## src/verilog/dcache_pkg.sv

```systemverilog
// data cache shared definitions
`default_nettype none

package dcache_pkg;

  // geometry
  localparam int ADDR_W   = 32;
  localparam int WORD_W   = 64;
  localparam int STRB_W   = WORD_W / 8;
  localparam int OFFSET_W = 4;  // 16-byte line
  localparam int LINE_W   = 128;
  localparam int WAYS     = 2;

  // burst shape toward memory
  localparam int BEATS  = LINE_W / WORD_W;
  localparam int BEAT_W = $clog2(BEATS);

  typedef logic [LINE_W-1:0] line_t;

  typedef struct packed {
    logic [ADDR_W-1:0] addr;
    logic              write;
    logic [WORD_W-1:0] wdata;
    logic [STRB_W-1:0] wstrb;
  } core_req_t;

  typedef struct packed {
    logic [WORD_W-1:0] rdata;  // reads only
  } core_rsp_t;

  // one burst order with a line-aligned addr
  typedef struct packed {
    logic [ADDR_W-1:0] addr;
    logic              write;
    line_t             line;
  } mem_cmd_t;

endpackage

`default_nettype wire

```

## src/verilog/dcache_core_port.sv

```systemverilog
// core request and response holder
`timescale 1ns/10ps
`default_nettype none

module dcache_core_port (
  input  logic                  clk,
  input  logic                  rst,
  input  logic                  req_valid_i,
  output logic                  req_ready_o,
  input  dcache_pkg::core_req_t req_i,
  output logic                  rsp_valid_o,
  input  logic                  rsp_ready_i,
  output dcache_pkg::core_rsp_t rsp_o,
  output logic                  held_o,
  output dcache_pkg::core_req_t held_req_o,
  input  logic                  done_i,
  input  dcache_pkg::core_rsp_t done_rsp_i
);
  import dcache_pkg::*;

  logic      full_q;  // request held or response pending
  logic      rsp_valid_q;
  core_req_t req_q;
  core_rsp_t rsp_q;

  assign req_ready_o = !full_q;
  assign held_o      = full_q && !rsp_valid_q;
  assign held_req_o  = req_q;
  assign rsp_valid_o = rsp_valid_q;
  assign rsp_o       = rsp_q;

  always_ff @(posedge clk) begin
    if (rst) begin
      full_q      <= 1'b0;
      rsp_valid_q <= 1'b0;
    end else begin
      if (req_valid_i && !full_q) full_q <= 1'b1;
      if (done_i) rsp_valid_q <= 1'b1;
      if (rsp_valid_q && rsp_ready_i) begin
        rsp_valid_q <= 1'b0;
        full_q      <= 1'b0;  // reopens next cycle
      end
    end
  end

  always_ff @(posedge clk) begin
    if (req_valid_i && !full_q) req_q <= req_i;
    if (done_i) rsp_q <= done_rsp_i;
  end

endmodule

`default_nettype wire

```

## config.mk

```make
export PLATFORM = sky130hd
export DESIGN_NAME = dcache_core_port
export DESIGN_NICKNAME = d
export VERILOG_FILES = /design/src/verilog/dcache_pkg.sv /design/src/verilog/dcache_core_port.sv
export SDC_FILE = /design/constraint.sdc
export NUM_CORES = 1
export LEC_CHECK = 0
export ABC_AREA = 1
export BUFFER_PORTS_ARGS = -buffer_cell sky130_fd_sc_hd__buf_2
export CELL_PAD_IN_SITES_DETAIL_PLACEMENT = 1
export CELL_PAD_IN_SITES_GLOBAL_PLACEMENT = 1
export CORE_ASPECT_RATIO = 0.6
export CORE_MARGIN = 2
export CORE_UTILIZATION = 29
export CTS_CLUSTER_DIAMETER = 150
export DETAILED_ROUTE_END_ITERATION = 6
export GPL_ROUTABILITY_DRIVEN = 0
export HOLD_SLACK_MARGIN = 0.03
export PLACE_DENSITY_LB_ADDON = 0.1
export SLEW_MARGIN = 0
export SYNTH_ARGS = -nofsm -noshare
export SYNTH_HDL_FRONTEND = slang
export SYNTH_SLANG_ARGS = --single-unit
```

## constraint.sdc

```tcl
create_clock -name clk -period 5.55 [get_ports clk]
set_input_delay 0.2775 -clock clk [delete_from_list [all_inputs] [get_ports clk]]
set_output_delay 0.2775 -clock clk [all_outputs]
set_load 0.02 [all_outputs]
```

==> flow_metrics.py, run 1 <==
metrics = {
    "clock_network": {
        "clock-sinks": 171,
        "cts_buffer_depth": 2,
        "cts_setup_buffers": 0,
        "cts.repair.resized": 0,
        "ctsHoldBuffers": 160,
        "htreeDepth": 4,
        "cts_buffers": 17,
        "ctsRootBufferMaster": "clkbuf_16",
    },
    "synth": {
        "ys.flop_type": "edfxtp_1",
        "async_reset_ff_share_pct": 0,
        "synth.most_common_cell": "edfxtp_1",
        "synth.distinct_cells": 5,
        "ys_top_cells_by_area": "edfxtp_1 98%, dfxtp_1 0.78%, nor2_1 0.44%, inv_1 0.22%, nand2_1 0.15%",
        "syn_area_um2": 5160,
        "synth_top_area_share_pct": 98.4,
        "synth-edff-count": 169,
        "synth_top_cell_by_area": "edfxtp_1",
        "syn_avg_cell_area_um2": 28.3,
        "netlist_top_cells_count": "169 x edfxtp_1, 6 x nor2_1, 3 x inv_1",
        "synth_warnings": 0,
        "synth-seq-area-share_pct": 99.2,
        "synth.ff_latch_count": 171,
        "syn_inst": 182,
        "syn_nets": 356,
    },
    "die": {
        "ioPinCount": 346,
        "die_h_um": 107,
        "die_w_um": 176,
        "fp-row-count": 37,
        "initial_utilization_pct": 29.9,
    },
    "place": {
        "dp_hpwl_mm": 11.7,
        "dpl_cell_area_um2": 7210,
        "port-buffer-count": 345,
    },
    "run_status": {
        "haltStage": "clock tree synthesis (4_1_cts)",
        "firstError": "[ERROR RSZ-0060] Max buffer count reached.",
        "outcome": "stopped before the end",
    },
}
==> per-stage QoR <==
stage               utilization, %  std cells  setup slack [ns]
floorplan                        -        182             0.265
global placement              41.7        764              3.41
detailed placement            41.7        764              3.35
==> logic make-up after synthesis <==
kind of cell,synth area share [%]
AND/OR/NAND/NOR,0.582
buffers and inverters,0.218
flip-flops,99.2
==> run 2, diff against run 1 <==
Settings changed: CELL_PAD_IN_SITES_DETAIL_PLACEMENT 1 to unset, CELL_PAD_IN_SITES_GLOBAL_PLACEMENT 1 to unset, CORE_AREA set to 2 2 136 138, CORE_ASPECT_RATIO 0.6 to unset, CORE_MARGIN 2 to unset, CORE_UTILIZATION 29 to unset, CTS_CLUSTER_DIAMETER 150 to unset, DIE_AREA set to 0 0 138 140, HOLD_SLACK_MARGIN 0.03 to unset, PLACE_DENSITY_LB_ADDON 0.1 to 0.15.
Clock period 5.55 ns to 7.2 ns, I/O delays scaled along.
==> run 2 against run 1 <==
Effect of this change: the flow now finishes without violations; synthesized cell count unchanged; synthesized area unchanged.
==> flow_metrics.py, run 2 <==
metrics = {
    "run_status": {
        "outcome": "complete, no violations",
    },
    "synth": {
        "synthSimpleGateAreaFrac_pct": 0.582,
        "synth-xor-area-share_pct": 0,
        "synth_top_cell_by_area": "edfxtp_1",
        "synth_top_family_by_area": "simple AND/OR/NAND/NOR gates",
        "synth-edff-count": 169,
        "synth_compound_area_share_pct": 0,
        "ys.flop_type": "edfxtp_1",
        "netlist_top_cells_count": "169 x edfxtp_1, 6 x nor2_1, 3 x inv_1",
        "synth.ff_latch_count": 171,
        "synth_top_area_share_pct": 98.4,
        "ys_top_cells_by_area": "edfxtp_1 98%, dfxtp_1 0.78%, nor2_1 0.44%, inv_1 0.22%, nand2_1 0.15%",
        "synthAdderAreaFrac_pct": 0,
        "syn_nets": 356,
        "synth.most_common_cell": "edfxtp_1",
        "synth-seq-area-share_pct": 99.2,
        "syn_avg_cell_area_um2": 28.3,
        "yosys-mux-area-fraction_pct": 0,
        "synth.distinct_cells": 5,
        "async_reset_ff_share_pct": 0,
        "syn_area_um2": 5160,
        "synth_warnings": 0,
        "syn_inst": 182,
    },
    "clock_network": {
        "clk_pin_slew_worst_paths_ns": 0.07,
        "ctsRootBufferMaster": "clkbuf_16",
        "cts_tree": "done",
        "cts_buffer_depth": 2,
        "ctsHoldBuffers": 0,
        "htreeDepth": 4,
        "cts_setup_buffers": 0,
        "cts.repair.resized": 0,
        "cts_buffers": 17,
        "clock_latency_ns": 0.41,
        "clock-sinks": 171,
    },
    "place": {
        "dpl_cell_area_um2": 7190,
        "dp.cells": 758,
        "dp_hpwl_mm": 9.99,
        "dp_slack_ns": 4.65,
        "port-buffer-count": 345,
    },
    "timing": {
        "maxSlewHeadroom_pct": 36.9,
        "setup_viol_count_final": 0,
        "fin_crit_sh_pct": 32.4,
        "period_minus_slack_ns": 2.33,
        "finalHoldViolCount": 0,
        "worstMarginPinSlew_ns": 0.944,
        "rsz0062_at_grt": "false",
        "skew_ns": 0.00490,
        "fin_ws_ns": 4.87,
        "maxSlewViolCount": 0,
        "setup_tns_ns": 0,
        "max_clock_freq_ghz": 0.429,
        "fin_hold_ws_ns": 0.114,
    },
    "run": {
        "maxCapViolations": 0,
    },
    "hold_path": {
        "hold_path_depth": 1,
        "min_from": "done_rsp_i[0]",
        "whs_endpoint": "rsp_o[0]$_DFFE_PP_",
        "worstHoldPathType": "in -> reg",
    },
    "power": {
        "intPower_mw": 1.80,
        "share_seq_of_total_power_pct": 51.0,
        "power_density_nw_per_um2": 299,
        "vdd_ir_drop_max_uv": 151,
        "swShare_pct": 22.8,
        "p_clk_share_pct": 39.5,
        "p_total_mw": 2.33,
        "p_sw_mw": 0.533,
        "p_leak_nw": 3.33,
        "pwr-share-comb_pct": 9.5,
    },
    "layout": {
        "final_cells": 791,
        "stdcell_area_um2": 7790,
        "post-route-util_pct": 43.8,
        "layout-drive-gt1-share_pct": 67.2,
        "largest_register_ffs": 105,
        "fin_nets": 722,
        "most-common-layout-cells": "345 x buf_2, 169 x edfxtp_1, 17 x clkbuf_16",
        "area_growth_pct": 51.1,
        "layout_commonest_cell": "buf_2",
        "n_fill_cell": 1659,
    },
    "critical_path": {
        "required_ns": 7.24,
        "rr_worst_depth": 2,
        "r2r_slack_ns": 4.87,
        "critPathCaptureType": "flop",
        "r2r-end": "held_req_o[53]$_DFFE_PP_",
        "worstSetupPathType": "reg -> reg",
        "arrival_ns": 2.37,
        "crit_fanout": 72,
        "cp-start-kind": "flop",
        "r2r-start": "full_q$_SDFFE_PP0P_",
    },
    "global_routing": {
        "grt_pass1_vias": 3348,
        "grt_pass1_wl_mm": 18.8,
        "antenna_found_initial": 6,
        "grtUsageTotal_pct": 13.1,
        "grt_overflow_total": 0,
        "grt_max_degree": 73,
    },
    "route": {
        "totalWireLength_mm": 12.9,
        "wl_per_cell_um": 16.3,
        "ant_nets": 0,
        "drc": 0,
        "dr.first_iter.drc_count": 120,
        "dr.pass1.iters": 4,
        "avgViaCountPerCell": 4.02,
        "vias": 3181,
    },
    "die": {
        "die_h_um": 140,
        "die_w_um": 138,
        "die_area_um2": 19300,
        "initial_utilization_pct": 29.0,
        "coreArea_um2": 17800,
        "fp-row-count": 49,
        "ioPinCount": 346,
    },
}
## run 2: area by class of cell
class	count	area, um^2	area share, %
flip-flops and latches	171	5110	65.6
multi-input cells	8	37.5	0.482
inverters	3	11.3	0.145
clock inverters	12	161	2.07
well taps	229	287	3.68
clock buffers	20	437	5.60
diodes	1	2.50	0.0321
repair buffers	347	1740	22.4
## run 2: cells by family (layout without fill, tap and decap cells)
logic type    count (synthesis)  after routing
flops                       171            171
simple gates                  8              8
buf+inv                       3            382
other cells                   0              1
## run 2: power groups by stage
stage / Clock (mW) / Combinational (mW) / Sequential [mW]
finish: 0.921 / 0.223 / 1.19
global placement: 0 / 0.227 / 1.21
CTS: 0.953 / 0.228 / 1.19
detailed placement: 0 / 0.228 / 1.21
global route: 0.995 / 0.238 / 1.19
floorplan: 0 / 0.0147 / 1.30
## run 2: how the worst max path moves through the flow
stage | startpoint | endpoint | slack, ns
floorplan | req_valid_i | held_req_o[0]$_DFFE_PP_ | 1.83
global placement | req_valid_i | held_req_o[14]$_DFFE_PP_ | 4.71
detailed placement | req_valid_i | held_req_o[25]$_DFFE_PP_ | 4.65
CTS | full_q$_SDFFE_PP0P_ | held_req_o[25]$_DFFE_PP_ | 4.79
global route | full_q$_SDFFE_PP0P_ | held_req_o[76]$_DFFE_PP_ | 4.66
finish | full_q$_SDFFE_PP0P_ | held_req_o[53]$_DFFE_PP_ | 4.87
## run 2: layer usage
metal  part of all wire [%]  up-vias  GRT usage, %
li1                       -     1462             -
met1                     34     1456          13.1
met2                     50      229          21.9
met3                     13       24          8.79
met4                    1.8       10          4.56
met5                   0.45        -             0
## run 2: worst max-delay path, cell delays in order (launching register included)
cell,delay (ns)
dfxtp_1,0.34
nor2_4,0.74
buf_4,0.82
No activity file was read; power rests on OpenSTA's default activity.
