## src/verilog/dcache_pkg.sv

```systemverilog
// data cache shared definitions
`default_nettype none

package dcache_pkg;

  // geometry
  localparam int ADDR_W   = 32;
  localparam int WORD_W   = 64;
  localparam int STRB_W   = WORD_W / 8;
  localparam int OFFSET_W = 4;  // 16-byte line
  localparam int LINE_W   = 128;
  localparam int WAYS     = 2;

  // burst shape toward memory
  localparam int BEATS  = LINE_W / WORD_W;
  localparam int BEAT_W = $clog2(BEATS);

  typedef logic [LINE_W-1:0] line_t;

  typedef struct packed {
    logic [ADDR_W-1:0] addr;
    logic              write;
    logic [WORD_W-1:0] wdata;
    logic [STRB_W-1:0] wstrb;
  } core_req_t;

  typedef struct packed {
    logic [WORD_W-1:0] rdata;  // reads only
  } core_rsp_t;

  // one burst order with a line-aligned addr
  typedef struct packed {
    logic [ADDR_W-1:0] addr;
    logic              write;
    line_t             line;
  } mem_cmd_t;

endpackage

`default_nettype wire

```

## src/verilog/dcache_ctrl.sv

```systemverilog
// cache control FSM
`timescale 1ns/10ps
`default_nettype none

module dcache_ctrl #(
  parameter int INDEX_W = 6
) (
  input  logic                                                     clk,
  input  logic                                                     rst,
  input  logic                                                     held_i,
  input  dcache_pkg::core_req_t                                    held_req_i,
  output logic                                                     done_o,
  output dcache_pkg::core_rsp_t                                    done_rsp_o,
  output logic [INDEX_W-1:0]                                       index_o,
  output logic [dcache_pkg::ADDR_W-INDEX_W-dcache_pkg::OFFSET_W-1:0] tag_o,
  input  logic                                                     hit_i,
  input  logic                                                     hit_way_i,
  input  logic                                                     victim_way_i,
  input  logic                                                     victim_dirty_i,
  input  logic [dcache_pkg::ADDR_W-INDEX_W-dcache_pkg::OFFSET_W-1:0] victim_tag_i,
  output logic                                                     fill_o,
  output logic                                                     fill_way_o,
  output logic                                                     mark_dirty_o,
  output logic                                                     dirty_way_o,
  input  dcache_pkg::line_t                                        rd_line_i [dcache_pkg::WAYS],
  output logic                                                     wr_en_o,
  output logic                                                     wr_way_o,
  output dcache_pkg::line_t                                        wr_line_o,
  output logic [dcache_pkg::LINE_W/8-1:0]                          wr_byte_en_o,
  output logic                                                     cmd_valid_o,
  input  logic                                                     cmd_ready_i,
  output dcache_pkg::mem_cmd_t                                     cmd_o,
  input  logic                                                     mem_done_i,
  input  dcache_pkg::line_t                                        fill_line_i
);
  import dcache_pkg::*;

  localparam int TAG_W = ADDR_W - INDEX_W - OFFSET_W;

  typedef enum logic [2:0] {
    S_IDLE, S_LOOKUP, S_RESPOND, S_EVICT, S_REFILL, S_REPLAY
  } state_t;

  state_t            state_q;
  logic              vway_q;  // victim latched at miss
  logic              cmd_valid_q;
  mem_cmd_t          cmd_q;
  line_t             hit_line;
  logic              hi_word;
  logic [ADDR_W-1:0] line_addr;

  assign index_o   = held_req_i.addr[OFFSET_W +: INDEX_W];
  assign tag_o     = held_req_i.addr[ADDR_W-1 -: TAG_W];
  assign hi_word   = held_req_i.addr[3];
  assign line_addr = {held_req_i.addr[ADDR_W-1:OFFSET_W], {OFFSET_W{1'b0}}};
  assign hit_line  = rd_line_i[hit_way_i];

  assign done_o           = (state_q == S_LOOKUP) && hit_i;
  assign done_rsp_o.rdata = hit_line[hi_word*WORD_W +: WORD_W];

  // write hit places the word into its half of the line
  assign mark_dirty_o = done_o && held_req_i.write;
  assign dirty_way_o  = hit_way_i;
  assign fill_o       = (state_q == S_REFILL) && mem_done_i;
  assign fill_way_o   = vway_q;

  assign wr_en_o      = mark_dirty_o || fill_o;
  assign wr_way_o     = fill_o ? vway_q : hit_way_i;
  assign wr_line_o    = fill_o ? fill_line_i : {BEATS{held_req_i.wdata}};
  assign wr_byte_en_o = fill_o  ? '1 :
                        hi_word ? {held_req_i.wstrb, {STRB_W{1'b0}}} :
                                  {{STRB_W{1'b0}}, held_req_i.wstrb};

  assign cmd_valid_o = cmd_valid_q;
  assign cmd_o       = cmd_q;

  always_ff @(posedge clk) begin
    if (rst) begin
      state_q     <= S_IDLE;
      cmd_valid_q <= 1'b0;
    end else begin
      if (cmd_valid_q && cmd_ready_i) cmd_valid_q <= 1'b0;
      case (state_q)
        S_IDLE:    if (held_i) state_q <= S_LOOKUP;
        S_LOOKUP: begin
          if (hit_i) begin
            state_q <= S_RESPOND;
          end else begin
            cmd_valid_q <= 1'b1;
            state_q     <= victim_dirty_i ? S_EVICT : S_REFILL;
          end
        end
        S_RESPOND: state_q <= S_IDLE;  // response now held by the core port
        S_EVICT: begin
          if (mem_done_i) begin
            cmd_valid_q <= 1'b1;  // now the refill
            state_q     <= S_REFILL;
          end
        end
        S_REFILL:  if (mem_done_i) state_q <= S_REPLAY;
        S_REPLAY:  state_q <= S_LOOKUP;  // data store read settles
        default:   state_q <= S_IDLE;
      endcase
    end
  end

  always_ff @(posedge clk) begin
    if (state_q == S_LOOKUP && !hit_i) begin
      vway_q      <= victim_way_i;
      cmd_q.write <= victim_dirty_i;
      cmd_q.line  <= rd_line_i[victim_way_i];
      cmd_q.addr  <= victim_dirty_i ? {victim_tag_i, index_o, {OFFSET_W{1'b0}}} : line_addr;
    end else if (state_q == S_EVICT && mem_done_i) begin
      cmd_q.write <= 1'b0;
      cmd_q.addr  <= line_addr;
    end
  end

endmodule

`default_nettype wire

```

## config.mk

```make
export PLATFORM = sky130hd
export DESIGN_NAME = dcache_ctrl
export DESIGN_NICKNAME = d
export VERILOG_FILES = /design/src/verilog/dcache_pkg.sv /design/src/verilog/dcache_ctrl.sv
export SDC_FILE = /design/constraint.sdc
export NUM_CORES = 1
export LEC_CHECK = 0
export ABC_AREA = 0
export BUFFER_PORTS_ARGS = -buffer_cell sky130_fd_sc_hd__buf_2
export CAP_MARGIN = 25
export CORE_AREA = 5 5 359 361
export CTS_CLUSTER_DIAMETER = 30
export CTS_CLUSTER_SIZE = 25
export DETAILED_ROUTE_END_ITERATION = 10
export DIE_AREA = 0 0 364 366
export GPL_TIMING_DRIVEN = 0
export SYNTH_ARGS = -nofsm -noshare
export SYNTH_HDL_FRONTEND = slang
export SYNTH_SLANG_ARGS = --single-unit
```

## constraint.sdc

```tcl
create_clock -name clk -period 13.3 [get_ports clk]
set_input_delay 1.33 -clock clk [delete_from_list [all_inputs] [get_ports clk]]
set_output_delay 1.33 -clock clk [all_outputs]
set_load 0.005 [all_outputs]
```

# --- Word-level counts from Yosys, hierarchy flattened ---
# Index checks and enable logic that the tools add are counted.
totals:
  ff_bits: 166
  mem_bits_ro: 0
  n_memories: 0
  out_inout_bits: 405
  latch_bits: 0
  in_bits: 520
  mem_bits_rw: 0
classes:
  muxes: 23
  n_reduce_logical: 11
  addsub: 0
  shift: 1
  div: 0
  n_mul: 0
  eq_ne: 7
  n_bitwise: 2
  magnitude_cmp: 2
op_table:
  columns: ["operator", "n"]
  rows:
  - ["128-bit two-way mux", 7]
  - ["128-bit by 8-bit variable part select with 64-bit output", 1]
  - ["33-bit two-way mux", 2]
  - ["16-bit two-way mux", 2]
  - ["32-bit two-way mux", 1]
  - ["3-bit two-way mux", 5]
  - ["3-bit case mux with 5 select lines", 1]
  - ["3-bit == test, second input constant", 2]
  - ["1-bit logical AND", 6]
  - ["2-bit != test, second input constant", 3]
  - ["2-bit greater-or-equal comparator, second input constant", 2]
  - ["1-bit two-way mux", 4]
  - ["1-bit inverter with 2-bit output", 2]
  - ["3-bit by 1-bit == test with 1-bit output, second input constant", 1]
  - ["3-bit by 2-bit == test with 1-bit output, second input constant", 1]
  - ["3-bit zero test", 1]
  - ["3-bit AND reduction", 1]
  - ["1-bit case mux with 2 select lines", 1]
  - ["2-bit nonzero test", 1]
  - ["1-bit zero test", 1]
  - ["1-bit logical OR", 1]

# --- Depth between registers and ports, before layout ---
depth:
  depth_word: 5
  mapped_depth: 7

# --- Worst setup path after synthesis ---
# Ideal clock, no wire load.
synth_path:
  path_kind: "input -> register"
  from: "input port hit_i"
  to: "register cmd_q, in the netlist cmd_o[0] (enable)"
  n_path_buf: 0
  setup_time_ns: 0.775
  cell_stages: 1
  t_required_ns: 12.525
  path_slack_ns: 2.425
  arrival_time_ns: 10.100
  path_cell_list: "nor3_1"
synth_between:
  elab_chain_cells: 2
synth_lines:
  columns: ["element", "line_no", "text"]
  rows:
  - ["start: declaration", "dcache_ctrl.sv:16", "input logic hit_i,"]
  - ["1-bit zero test", "dcache_ctrl.sv:108", "if (state_q == S_LOOKUP && !hit_i) begin"]
  - ["1-bit logical AND", "dcache_ctrl.sv:108", null]
  - ["end: declaration", "dcache_ctrl.sv:47", "mem_cmd_t cmd_q;"]
# Every way passes these cells.
# A chain may end at the register's enable or synchronous reset.

# --- Worst setup path after layout ---
layout_path:
  from: "input port mem_done_i"
  to: "output port wr_line_o[67]"
layout_between:
  elab_chain_cells: 2
layout_lines:
  columns: ["element", "line_no", "text"]
  rows:
  - ["start: declaration", "dcache_ctrl.sv:33", "input logic mem_done_i,"]
  - ["1-bit logical AND", "dcache_ctrl.sv:64", "assign fill_o = (state_q == S_REFILL) && mem_done_i;"]
  - ["128-bit two-way mux", "dcache_ctrl.sv:69", "assign wr_line_o = fill_o ? fill_line_i : {BEATS{held_req_i.wdata}};"]
  - ["end: declaration", "dcache_ctrl.sv:28", "output dcache_pkg::line_t wr_line_o,"]
# Every way passes these cells.

==> run summary <==
Initial core utilization -> 0.0811
Final hold violations -> 0
Clk slew on worst S/H paths -> 0.09 ns
Routed wire length -> 109000 um
Max Clock Freq -> 0.214 GHz
Max cap viols -> 0
Htree depth -> 4
CP Max Fanout -> 10
Via/cell ratio -> 3.42
Final setup violating endpoints -> 0
Hold_buf cts -> 0
Synthesized area per cell -> 11.9 um2
Fin. max-slew vios -> 0
Slew HR -> 0.326
Fillers -> 14.4k
Top-count cell post-synth -> nand2_1
Register area share after synthesis -> 0.476
Share of cells above drive strength 1 -> 0.692
Synth cell types -> 31
Sw Pwr -> 0.570 mW
Reg2Reg Depth -> 10
Chip height -> 366 um
Synth area leaders -> edfxtp_1 (47%), mux2_2 (15%), mux4_2 (14%)
Gr usage total -> 0.156
DP Worst Slack -> 8.41 ns
Reg-to-reg critical path endpoint -> cmd_o[9]
WP data arrival -> 3.35 ns
RSZ-0062 raised after global routing -> false
Final Cycle Share -> 0.352
PwrDens -> 92.1 nW/um2
Async SR Flop Fraction -> 0
Largest net degree at the start of global routing -> 20
Most frequent CP cell -> buf_2
Synth top cells by count -> nand2_1 (339), edfxtp_1 (158), mux2_2 (131)
Clock Latency Late Sink -> 0.53 ns
FF+latch area -> 4820 um2
Core area -> 125000 um2
CP startpoint -> mem_done_i
Lkg Pwr -> 8.06 nW
Cells after Synth -> 850
Comb pwr share -> 0.289
Antenna Nets Post-Route -> 0
CTS tree -> built
Delay-heaviest family, CP -> buffers and inverters
Worst Setup Start Kind -> input port
Die W -> 364 um
Area grow syn2layout -> 74.9%
DP Area -> 17100 um2
Drt pass-1 iters -> 5
Worst vdd ir -> 0.000103 V
Run status -> complete, no violations
Sequential share of power -> 0.375
Synth Cell Area -> 10100 um2
Area share of the largest cell type after synthesis -> 0.468
Resized cells post-CTS -> 0
Wire per inst -> 31.1 um
Max stage delay cell, worst path -> buf_1
Kind of critical path -> input port to primary output
Slack of the critical path -> 8.62 ns
Critical path data required time -> 11.97 ns
R2r setup slk -> 9.94 ns
Root Buffer -> clkbuf_16
Min-delay worst type -> flop to flop
Clock share of power -> 0.336
Clock Sinks -> 162
Drc violations -> 0
Nets -> 2327
Hold Crit Start -> state_q[0]
Num CTS Buffers -> 17
DR vias -> 11.9k
Switching share of power -> 0.349
First-pass GRT wire length -> 133000 um
YS warnings -> 0
Initial drt markers -> 1078
Post-CTS setup buffer count -> 0
Vias in the first global route -> 12.1k
Total I/O pin count -> 925
Critical path depth in cells -> 7
Detailed Place HPWL -> 98100 um
# rows -> 130
Footprint of the multi-input gates -> 4740 um2
Reg2reg start -> state_q[0]
Synth Flop Type -> edfxtp_1
Number of buffers and inverters on the critical path -> 4
End of the critical path -> wr_line_o[67]
Post-Route Skew -> 0.0168 ns
Nature of the critical path endpoint -> primary output
Max Root-Sink Buffers -> 2
Finished Cell Area -> 17700 um2
Final min period -> 4.68 ns
GPL Wtd Cong -> 0.966
Post-synth EDFFs -> 158
Die Area -> 133000 um2
Biggest cell delay along the critical path -> 0.69 ns
Slew @ Worst Pin -> 1.01 ns
Pint -> 1.06 mW
Port bufs -> 915
Total grt overflow -> 0
CP cell instances -> buf_2, nand4bb_1, buf_2, buf_1, nand2_1, nand2_1, buf_2
Yosys top cell by area -> edfxtp_1
Yosys reg bits -> 162
Antenna violations before repair -> 81
[power by group through the flow]
stage	logic [mW]	clock network [mW]	registers, mW
6_report	0.471	0.549	0.612
5_1_grt	0.499	0.589	0.614
4_1_cts	0.477	0.575	0.612
3_5_place_dp	0.475	0	0.623
3_3_place_gp	0.461	0	0.640
2_1_floorplan	0.153	0	0.634
[cells by family (layout without fill, tap and decap cells)]
| family | count (synthesis) | in the layout | share of synthesized area |
|---|---|---|---|
| AND/OR/NAND/NOR | 357 | 357 | 0.139 |
| multiplexers | 214 | 214 | 0.316 |
| flip-flops | 162 | 162 | 0.476 |
| buffers and inverters | 99 | 1066 | 0.0592 |
| AO/OA/AOI/OAI | 17 | 17 | 0.00975 |
| other | 1 | 25 | 0.000370 |
[placed cells by master, fill, tap and decap left out, types with 3 or more instances in the layout]
cell and n:
clkbuf_1 11, buf_4 49, diode_2 21, inv_8 4
clkbuf_16 17, mux2_2 131, mux2_4 19, dfxtp_1 4
edfxtp_1 158, nor2b_1 3, buf_1 6, inv_6 3
inv_1 9, o21ai_0 10, buf_6 18, a21oi_1 3
nand2b_1 3, clkinv_8 6, nand2_1 339, buf_2 936
mux4_2 64, conb_1 4
[per-layer routing]
metal / vias to the layer above / GRT usage / wire (um)
li1: 4966 / - / -
met1: 5911 / 0.191 / 43500
met2: 847 / 0.252 / 49500
met3: 186 / 0.0638 / 12300
met4: 26 / 0.0436 / 3060
met5: - / 0 / 171
[worst min-delay path by stage]
stage                 end  slack [ns]  cells past startpoint
3_3_place_gp   state_q[2]        0.58                      2
3_5_place_dp   state_q[2]        0.61                      2
2_1_floorplan  state_q[2]        0.55                      2
4_1_cts        state_q[2]        0.63                      2
5_1_grt        state_q[2]        0.65                      2
6_report       state_q[2]        0.63                      2
[worst register-to-register path: stages (launching register included)]
cell     delay (ns)
dfxtp_1        0.43
or2b_1         0.31
nor3_2         0.76
buf_6          0.25
buf_6          0.17
buf_6          0.19
buf_6          0.19
buf_6          0.20
buf_6          0.19
buf_6          0.20
buf_6          0.19
[flip-flops by register name, indices dropped and copies added (netlist names)]
register	flops
state_q	3
cmd_valid_o	1
fill_way_o	1
cmd_o	157
[stage by stage]
| step | cells | total power, mW | hold WS, ns | util | setup TNS (ns) |
|---|---|---|---|---|---|
| after detailed placement | 3438 | 1.10 | 0.609 | 0.136 | 0 |
| after floorplan | 853 | 0.788 | 0.549 | - | 0 |
| final | 3491 | 1.63 | 0.630 | 0.142 | 0 |
| after global routing | 3475 | 1.70 | 0.649 | 0.141 | 0 |
| after global placement | 3418 | 1.10 | 0.577 | 0.134 | -594.97 |
| after CTS | 3470 | 1.66 | 0.628 | 0.141 | 0 |
[cell type report]
type / count / share of cell area
repair buffers: 935 / 0.273
clock buffers: 17 / 0.0240
inverters: 10 / 0.00212
well taps: 1650 / 0.116
plain buffers: 89 / 0.0318
multi-input cells: 592 / 0.267
diodes: 21 / 0.00296
clock inverters: 15 / 0.0105
flip-flops and latches: 162 / 0.272
Power figures use the tool's default switching activity.
