## src/verilog/dcache_pkg.sv

```systemverilog
// data cache shared definitions
`default_nettype none

package dcache_pkg;

  // geometry
  localparam int ADDR_W   = 32;
  localparam int WORD_W   = 64;
  localparam int STRB_W   = WORD_W / 8;
  localparam int OFFSET_W = 4;  // 16-byte line
  localparam int LINE_W   = 128;
  localparam int WAYS     = 2;

  // burst shape toward memory
  localparam int BEATS  = LINE_W / WORD_W;
  localparam int BEAT_W = $clog2(BEATS);

  typedef logic [LINE_W-1:0] line_t;

  typedef struct packed {
    logic [ADDR_W-1:0] addr;
    logic              write;
    logic [WORD_W-1:0] wdata;
    logic [STRB_W-1:0] wstrb;
  } core_req_t;

  typedef struct packed {
    logic [WORD_W-1:0] rdata;  // reads only
  } core_rsp_t;

  // one burst order with a line-aligned addr
  typedef struct packed {
    logic [ADDR_W-1:0] addr;
    logic              write;
    line_t             line;
  } mem_cmd_t;

endpackage

`default_nettype wire

```

## src/verilog/dcache_mem_port.sv

```systemverilog
// memory burst engine
`timescale 1ns/10ps
`default_nettype none

module dcache_mem_port (
  input  logic                            clk,
  input  logic                            rst,
  input  logic                            cmd_valid_i,
  output logic                            cmd_ready_o,
  input  dcache_pkg::mem_cmd_t            cmd_i,
  output logic                            done_o,
  output dcache_pkg::line_t               fill_line_o,
  output logic                            mem_req_valid_o,
  input  logic                            mem_req_ready_i,
  output logic [dcache_pkg::ADDR_W-1:0]   mem_req_addr_o,
  output logic                            mem_req_write_o,
  output logic                            mem_w_valid_o,
  input  logic                            mem_w_ready_i,
  output logic [dcache_pkg::WORD_W-1:0]   mem_w_data_o,
  input  logic                            mem_r_valid_i,
  output logic                            mem_r_ready_o,
  input  logic [dcache_pkg::WORD_W-1:0]   mem_r_data_i
);
  import dcache_pkg::*;

  typedef enum logic [1:0] {M_IDLE, M_REQ, M_WRITE, M_READ} mstate_t;

  mstate_t           state_q;
  mem_cmd_t          cmd_q;
  logic [BEAT_W-1:0] beat_q;
  line_t             fill_q;
  logic              done_q;
  logic              beat_xfer;

  assign cmd_ready_o     = (state_q == M_IDLE);
  assign mem_req_valid_o = (state_q == M_REQ);
  assign mem_req_addr_o  = cmd_q.addr;
  assign mem_req_write_o = cmd_q.write;
  assign mem_w_valid_o   = (state_q == M_WRITE);
  assign mem_w_data_o    = cmd_q.line[beat_q*WORD_W +: WORD_W];  // low word first
  assign mem_r_ready_o   = (state_q == M_READ);
  assign done_o          = done_q;
  assign fill_line_o     = fill_q;

  assign beat_xfer = (mem_w_valid_o && mem_w_ready_i) || (mem_r_ready_o && mem_r_valid_i);

  always_ff @(posedge clk) begin
    if (rst) begin
      state_q <= M_IDLE;
      beat_q  <= '0;
      done_q  <= 1'b0;
    end else begin
      done_q <= 1'b0;
      case (state_q)
        M_IDLE: if (cmd_valid_i) state_q <= M_REQ;
        M_REQ: begin
          if (mem_req_ready_i) begin
            beat_q  <= '0;
            state_q <= cmd_q.write ? M_WRITE : M_READ;
          end
        end
        default: begin
          if (beat_xfer) begin
            if (beat_q == BEAT_W'(BEATS - 1)) begin
              done_q  <= 1'b1;
              state_q <= M_IDLE;
            end else begin
              beat_q <= beat_q + 1'b1;
            end
          end
        end
      endcase
    end
  end

  always_ff @(posedge clk) begin
    if (cmd_valid_i && cmd_ready_o) cmd_q <= cmd_i;
    if (mem_r_ready_o && mem_r_valid_i) fill_q[beat_q*WORD_W +: WORD_W] <= mem_r_data_i;
  end

endmodule

`default_nettype wire

```

## config.mk

```make
export PLATFORM = sky130hd
export DESIGN_NAME = dcache_mem_port
export DESIGN_NICKNAME = d
export VERILOG_FILES = /design/src/verilog/dcache_pkg.sv /design/src/verilog/dcache_mem_port.sv
export SDC_FILE = /design/constraint.sdc
export NUM_CORES = 1
export LEC_CHECK = 0
export ABC_AREA = 1
export BUFFER_PORTS_ARGS = -buffer_cell sky130_fd_sc_hd__buf_2
export CORE_UTILIZATION = 31
export DETAILED_ROUTE_END_ITERATION = 10
export GPL_ROUTABILITY_DRIVEN = 0
export PLACE_DENSITY = 0.63
export SLEW_MARGIN = 0
export SYNTH_ARGS = -nofsm -noshare
export SYNTH_HDL_FRONTEND = slang
export SYNTH_SLANG_ARGS = --single-unit
```

## constraint.sdc

```tcl
create_clock -name clk -period 9.4 [get_ports clk]
set_clock_uncertainty 0.1 [all_clocks]
set_input_delay 0.94 -clock clk [delete_from_list [all_inputs] [get_ports clk]]
set_output_delay 0.94 -clock clk [all_outputs]
set_load 0.02 [all_outputs]
```

### After elaboration in Yosys (flattened, before gate mapping)

Cells that the tools add are included.

| operators by class | value |
|---|---|
| add/subtract/negate cells | 2 |
| eq/ne operators | 5 |
| shifts and indexed selects | 3 |
| multiplexer cells | 12 |
| bitwise logic cells | 2 |
| reductions and logical operators | 11 |

Operator list:

| cell | number |
|---|---|
| bitwise mux 128 bit | 1 |
| variable shift 64 x 34 -> 128 bit (first input constant) | 1 |
| indexed part select 128 x 8 -> 64 bit | 1 |
| indexed part select 64 x 34 -> 128 bit | 1 |
| negator 7 -> 34 bit | 1 |
| two-way mux 2 bit | 4 |
| nonzero test 3 bit | 2 |
| two-way mux 1 bit | 5 |
| equality test 2 bit (second input constant) | 2 |
| case mux 2 bit (2 select lines) | 1 |
| AND reduction 4 bit | 1 |
| OR reduction 4 bit | 1 |
| logical AND 1 bit | 3 |
| AND reduction 3 bit | 1 |
| equality test 2 x 1 -> 1 bit (second input constant) | 1 |
| zero test 2 bit | 1 |
| != test 2 x 1 -> 1 bit (second input constant) | 1 |
| != test 2 bit (second input constant) | 1 |
| NOT 1 bit | 2 |
| case mux 1 bit (2 select lines) | 1 |
| nonzero test 2 bit | 1 |
| adder 1 bit (second input constant) | 1 |
| logical OR 1 bit | 1 |

| word-level totals | value |
|---|---|
| register bits | 293 |
| bits of input ports | 231 |

### Depth between registers and ports, before layout

Gate-level depths: netlist of the first run.

| logic depth | value |
|---|---|
| depth in word-level cells | 5 |
| mapped depth | 8 |
| depth with buffers taken out | 8 |

### Worst setup path before layout of the first run

OpenSTA, ideal clock, no wires.

| timing path | value |
|---|---|
| path kind | in2reg |
| from | input port cmd_valid_i |
| to | register cmd_q[0] (netlist name) (enable) |
| arrival time | 7.713 ns |
| data required time | 8.614 ns |
| path slack | 0.901 ns |
| stages | 2 |
| path buffers | 0 |
| path through | nand2_2 > nor2_1 |

| between the ends | value |
|---|---|
| longest elaborated chain between the ends | 1 |

Ends and longest elaborated chain:

| what | RTL line | text |
|---|---|---|
| start: declaration | dcache_mem_port.sv:8 | `input logic cmd_valid_i,` |
| logical AND 1 bit | dcache_mem_port.sv:77 | `if (cmd_valid_i && cmd_ready_o) cmd_q <= cmd_i;` |
| end signal: assignment | dcache_mem_port.sv:77 |  |
| end: declaration | dcache_mem_port.sv:29 | `mem_cmd_t cmd_q;` |

Every way passes these cells.
A chain may end at the register's enable or synchronous reset.

### Worst setup path after layout of the first run

| timing path | value |
|---|---|
| from | register beat_q |
| to | output port mem_w_data_o[28] (netlist name) |

| between the ends | value |
|---|---|
| longest elaborated chain between the ends | 1 |

Ends and longest elaborated chain:

| what | RTL line | text |
|---|---|---|
| start: declaration | dcache_mem_port.sv:30 | `logic [BEAT_W-1:0] beat_q;` |
| start signal: assignment | dcache_mem_port.sv:68 | `beat_q <= beat_q + 1'b1;` |
| indexed part select 128 x 8 -> 64 bit | dcache_mem_port.sv:40 | `assign mem_w_data_o = cmd_q.line[beat_q*WORD_W +: WORD_W];` |
| end: declaration | dcache_mem_port.sv:19 | `output logic [dcache_pkg::WORD_W-1:0] mem_w_data_o,` |

Every way passes these cells.

==> results.cfg, run 1 <==
[clock_tree]
cts_sinks = 293
cts_tree = yes
hold_buffers = 0
cts_buffers = 30
cts_resized = 0
clk_pin_slew_ns = 0.06
worst_skew_pair.late_latency_ns = 0.57
post_cts_buffers = 0
htree_levels = 1
cts.path.max_buffers = 3
cts-root-buf = clkbuf_16

[route]
first_iter_violations = 319
dr_total_vias = 7157
ant_nets = 0
wl_per_cell_um = 14.8
wirelength_mm = 26.0
drtPass1Iterations = 4
viasPerCell = 4.07
remaining_drc_errors = 0

[setup_path]
path_max_fanout = 55
critical_path.max_stage_delay_ns = 0.55
arrival_ns = 2.42
critPathRequiredTime_ns = 8.36
cp_slowest_cell = buf_4
start_kind = flip-flop
crit_chain = inv_2 > buf_4 > nand2_1 > nand2_1 > buf_2
cp_common_cell = nand2_1
end_kind = output pin
path_class = flip-flop to output pin

[pwr]
power_mw = 3.78
vdd_drop_max_v = 0.000170
p_per_area_nw_per_um2 = 261
p_leak_nw = 6.84

[die]
fp.coreArea_um2 = 34700
die_area_um2 = 36300
die-height_um = 191
fp-row-count = 68
dieWidth_um = 191
start_util_pct = 31.7
ios = 461

[timing]
drv_slew = 0
fmax_mhz = 289
rsz0062_at_grt = no
period_share_pct = 36.8
hold_viol = 0
post-route-min-period_ns = 3.46
worst_slew_pin_slew_ns = 1.01
hold_ws_ns = 0.442
tns_ns = 0
relSlewSlack_pct = 32.4
setup_viol = 0
worst_slack_ns = 5.94

[flow_run]
drv_cap = 0

[final_layout]
utilization_pct = 41.7
most-common-layout-cells = buf_2 (460), edfxtp_1 (289), nand2_1 (268), inv_1 (133), nor2_1 (69)
drive_gt1_share_pct = 39.7
final_common_cell = buf_2
finalNetCount = 1508
area_growth_pct = 31.5

[global_routing]
grt_overflow = 0
grt_pass1_wl_mm = 38.0
grt_pass1_vias = 6999
antenna_found_initial = 3
grt_usage_pct = 13.6
grt_max_degree = 103

[run_status]
outcome = finished, final reports clean

[logic_synthesis]
syn_area_per_cell_um2 = 13.1
synth-seq-area-share_pct = 79.5
ys.warnings.count = 0
ys_ff_latch = 293
syn_inst = 840
synth.distinct_cells = 16
syn_area_um2 = 11000
syn-num-nets = 1071

[placed_design]
port_buffers = 460
dp_hpwl_mm = 18.8
dpl_worst_slack_ns = 5.80

[worst_hold_path]
hold_class = input pin to flip-flop
[state kept, by name, indices dropped and copies added (netlist names)]
register,count
beat_q,1
cmd_q,128
done_o,1
fill_line_o,128
mem_req_addr_o,32
mem_req_write_o,1
state_q,2
[cell usage after synthesis]
master | instances | share of area, %
a21oi_1 | 1 | 0.045
clkbuf_1 | 2 | 0.068
nor2_2 | 2 | 0.11
nand2_2 | 2 | 0.11
edfxtp_1 | 289 | 79
buf_2 | 24 | 1.1
buf_6 | 1 | 0.10
nor2_1 | 72 | 2.5
nand3_1 | 1 | 0.045
nand3_2 | 3 | 0.27
buf_4 | 35 | 2.4
dfxtp_1 | 4 | 0.73
o211ai_1 | 1 | 0.068
inv_2 | 2 | 0.068
inv_1 | 133 | 4.5
nand2_1 | 268 | 9.1
[final timing paths]
kind | start | endpoint | slack (ns) | depth (start not counted)
worst max register to register | state_q[1] | cmd_q[24] | 6.32 | 5
worst min-delay path | cmd_i[22] | cmd_q[22] | 0.44 | 1
worst min register to register | mem_req_write_o | state_q[0] | 0.60 | 3
worst max-delay path | beat_q | mem_w_data_o[28] | 5.94 | 5
[final cells by class]
type,instances,area (um2)
well taps,455,569
clock buffers,39,785
clock inverters,16,129
diodes,2,5.00
repair buffers,467,2350
multi-input cells,350,1370
flip-flops and latches,293,8760
fillers,3298,20200
inverters,135,507
[power by group]
group / internal, mW / switching [mW]
combinational: 0.238 / 0.641
clock: 0.638 / 0.472
sequential: 1.72 / 0.0713
[cell families after synthesis]
| logic type | share of synthesized area, % |
|---|---|
| simple gates | 12.1 |
| flops | 79.5 |
| buf+inv | 8.25 |
| compound gates | 0.114 |
[routing by layer]
| metal | track usage (%) | wire, um | vias up |
|---|---|---|---|
| met5 | 0 | 13 | - |
| met4 | 4.15 | 604 | 2 |
| met3 | 5.36 | 2790 | 32 |
| met2 | 23.6 | 12700 | 358 |
| met1 | 15.4 | 9910 | 3233 |
| li1 | - | - | 3532 |
[stage by stage]
stage	cells	area, um2
after floorplan	840	11000
after global placement	1700	13600
after detailed placement	1700	13600
after CTS	1755	14500
after global routing	1757	14500
final	1757	14500
[worst max-delay path: cells and delay by family (launching register included)]
| kind | cells | cell delay [ns] |
|---|---|---|
| buf+inv | 3 | 1.02 |
| flops | 1 | 0.49 |
| simple gates | 2 | 0.23 |
Power figures use the tool's default switching activity.
==> inputs of run 2 (changes only) <==
clock period = 3.2 ns   (was 9.4 ns; I/O delays follow)
==> results.cfg, run 2 (same netlist as run 1, synthesis figures left out) <==
[pwr]
vdd_drop_max_v = 0.000543
p_leak_nw = 7.86
power_mw = 11.6
p_per_area_nw_per_um2 = 687

[placed_design]
dp_cells = 1707
dp_hpwl_mm = 20.7
port_buffers = 460

[route]
viasPerCell = 4.15
wl_per_cell_um = 15.7
dr_total_vias = 8249
remaining_drc_errors = 0
ant_nets = 0
drtPass1Iterations = 6
wirelength_mm = 31.2
first_iter_violations = 424

[clock_tree]
worst_skew_pair.late_latency_ns = 0.56
clk_pin_slew_ns = 0.06
cts_buffers = 30
htree_levels = 1
cts_sinks = 293
cts_tree = yes
cts-root-buf = clkbuf_16
cts_resized = 0
cts.path.max_buffers = 3

[global_routing]
antenna_found_initial = 0
grt_max_degree = 196
grt_pass1_wl_mm = 46.0
grt_overflow = 0
grt_pass1_vias = 8616
grt_usage_pct = 16.6

[setup_path]
arrival_ns = 2.24
path_class = flip-flop to output pin
cp_common_cell = nand2_1
critical_path.max_stage_delay_ns = 0.48
crit_chain = inv_2 > buf_4 > nand2_1 > nand2_1 > buf_2
cp_slowest_cell = inv_2
path_max_fanout = 34
critPathRequiredTime_ns = 2.78
start_kind = flip-flop
end_kind = output pin

[run_status]
outcome = finished, final reports clean

[timing]
drv_slew = 0
rsz0062_at_grt = no
period_share_pct = 83.0
hold_ws_ns = 0.0587
hold_viol = 0
tns_ns = 0
setup_viol = 0
worst_slew_pin_slew_ns = 0.966
fmax_mhz = 376
post-route-min-period_ns = 2.66
relSlewSlack_pct = 35.6

[final_layout]
area_growth_pct = 53.6
final_common_cell = buf_2
n_antenna_cell = 0
finalNetCount = 1741
most-common-layout-cells = buf_2 (460), edfxtp_1 (289), nand2_1 (268), dlygate4sd3_1 (226), inv_1 (133)
instances_no_fill = 1988
drive_gt1_share_pct = 34.6

[die]
fp-row-count = 68
fp.coreArea_um2 = 34700
die-height_um = 191
die_area_um2 = 36300
dieWidth_um = 191
ios = 461
start_util_pct = 31.7

[flow_run]
drv_cap = 0

[worst_hold_path]
hold_class = input pin to flip-flop
-- run 2: layout make-up --
class / instances / area (um2)
multi-input combinational: 350 / 1370
fill: 2987 / 17800
timing repair buffer: 700 / 4740
clock buffer: 35 / 769
clock inverter: 20 / 193
inverter: 135 / 507
sequential: 293 / 8770
tap: 455 / 569
-- run 2: path summary, 6_finish.rpt --
kind	end	from	depth (start not counted)	slack, ns
setup / recovery	mem_w_data_o[36]	beat_q	5	0.54
hold / removal	beat_q	mem_w_ready_i	5	0.06
hold reg to reg	state_q[1]	state_q[1]	4	0.54
setup reg to reg	fill_line_o[121]	state_q[0]	3	1.12
-- run 2: critical path: cells and delay by family, from the launching register on --
family                 cells  cell delay [ns]
flip-flops                 1             0.35
buffers and inverters      3             1.09
AND/OR/NAND/NOR            2             0.20
-- run 2: power breakdown --
group,internal [mW],switching (mW),leakage [nW]
Sequential,5.04,0.218,2.73
Combinational,0.974,1.99,4.67
Clock,1.96,1.45,0.460
-- run 2: layer usage --
layer	track usage [%]	vias to the layer above	wire [um]
li1	-	3998	-
met1	17.4	3781	10900
met2	31.6	407	16500
met3	4.07	63	2600
met4	6.28	0	1160
met5	0	-	0
-- run 2: through the flow --
stage | cell area [um2] | setup WS [ns] | util, %
floorplan | 11000 | -0.217 | -
global placement | 13700 | 1.12 | 39.5
detailed placement | 13700 | 1.09 | 39.5
CTS | 16900 | 0.479 | 48.7
global route | 16900 | 0.367 | 48.7
finish | 16900 | 0.543 | 48.7
-- run 2: repair_timing --
action                                 in CTS  in global routing
endpoints found under the hold margin     284                  0
hold buffers                              226                  0
setup buffers                               0                  0
==> inputs of run 3 (changes only) <==
PLACE_DENSITY = 0.65   (was 0.63)
clock period = 2.44 ns   (was 3.2 ns; I/O delays follow)
==> results.cfg, run 3 (same netlist as run 1, synthesis figures left out) <==
[setup_path]
reg2reg_from = state_q[0]
end_kind = output pin
r2r_end = fill_line_o[85]
path_max_fanout = 65
r2r_slack_ns = 0.47
arrival_ns = 1.80
critPathRequiredTime_ns = 2.10
path_class = flip-flop to output pin
start_kind = flip-flop
ff2ff_path_depth = 3

[worst_hold_path]
hold_class = input pin to flip-flop
hold_depth = 5
min_from = mem_r_valid_i
min_to = done_o

[pwr]
p_int_mw = 10.6
power_switching_mw = 4.82
p_per_area_nw_per_um2 = 902
power_mw = 15.4
clkPwrFrac_pct = 29.0
swShare_pct = 31.3
p_leak_nw = 7.94
power_frac_seq_pct = 44.6
p_comb_share_pct = 26.4
vdd_drop_max_v = 0.000703

[die]
dieWidth_um = 191
die-height_um = 191
fp.coreArea_um2 = 34700
ios = 461
start_util_pct = 31.7
fp-row-count = 68
die_area_um2 = 36300

[clock_tree]
htree_levels = 1
hold_buffers = 228
cts_sinks = 293
worst_skew_pair.late_latency_ns = 0.55
cts_resized = 0
clk_pin_slew_ns = 0.06
cts-root-buf = clkbuf_16
post_cts_buffers = 0
cts.path.max_buffers = 3
cts_tree = yes
cts_buffers = 30

[placed_design]
dp_cells = 1717
dpl_worst_slack_ns = 0.479
port_buffers = 460
dpl_cell_area_um2 = 13800
dp_hpwl_mm = 20.0

[global_routing]
antenna_found_initial = 1
grt_overflow = 0
grt_usage_pct = 16.1
grt_pass1_vias = 8485
grt_max_degree = 132
grt_pass1_wl_mm = 45.3

[final_layout]
finalNetCount = 1753
final_common_cell = buf_2
instances_no_fill = 1998
utilization_pct = 49.1
most-common-layout-cells = buf_2 (460), edfxtp_1 (289), nand2_1 (268), dlygate4sd3_1 (228), inv_1 (133)
area_growth_pct = 54.7
drive_gt1_share_pct = 35.0
final_cell_area_um2 = 17000

[timing]
post-route-min-period_ns = 2.14
hold_viol = 0
tns_ns = 0
fmax_mhz = 467
rsz0062_at_grt = no
relSlewSlack_pct = 51.0
hold_ws_ns = 0.0786
worst_slack_ns = 0.298
worst_slew_pin_slew_ns = 0.734
drv_slew = 0
setup_viol = 0
period_share_pct = 87.8

[route]
remaining_drc_errors = 0
wirelength_mm = 30.7
viasPerCell = 4.20
drtPass1Iterations = 6
first_iter_violations = 356
dr_total_vias = 8388
wl_per_cell_um = 15.4
ant_nets = 0

[run_status]
outcome = finished, final reports clean

[flow_run]
drv_cap = 0
-- run 3: cell types whose count changed in the layout (fill, tap and decap cells not counted), sizes merged --
cell | before | now
clkinvlp | 3 | 1
clkbuf | 35 | 36
clkinv | 14 | 11
dlygate4sd3 | 226 | 228
diode | 0 | 1
buf | 474 | 484
inv | 135 | 136
-- run 3: area by class of cell --
cell class	instances	area (um2)
clock inverters	16	155
diodes	1	2.50
multi-input cells	350	1380
inverters	135	509
fillers	2939	17700
flip-flops and latches	293	8770
repair buffers	712	4860
clock buffers	36	795
well taps	455	569
-- run 3: layer usage --
metal / up-vias / GRT usage [%] / share of wire (%)
li1: 4021 / - / -
met5: - / 0 / 0
met1: 3888 / 18.3 / 38
met3: 45 / 3.51 / 8.8
met4: 0 / 4.43 / 2.2
met2: 434 / 30.2 / 51
-- run 3: power groups by stage --
stage / registers, mW / clock network [mW] / logic (mW)
floorplan: 7.01 / 0 / 2.31
global placement: 6.91 / 0 / 3.71
detailed placement: 6.94 / 0 / 3.77
CTS: 6.84 / 4.53 / 4.07
global route: 6.92 / 4.73 / 4.37
finish: 6.86 / 4.47 / 4.05
-- run 3: worst max-delay path by stage --
stage | to | start
final | mem_w_data_o[35] | beat_q
after global routing | mem_w_data_o[35] | beat_q
after floorplan | cmd_q[0] | state_q[1]
after detailed placement | fill_line_o[104] | state_q[0]
after CTS | mem_w_data_o[35] | beat_q
after global placement | fill_line_o[92] | state_q[0]
-- run 3: worst max-delay path, stage by stage (launching register included) --
cell	delay, ns
dfxtp_4	0.38
inv_2	0.10
buf_12	0.26
nand2_1	0.10
nand2_1	0.13
buf_2	0.19
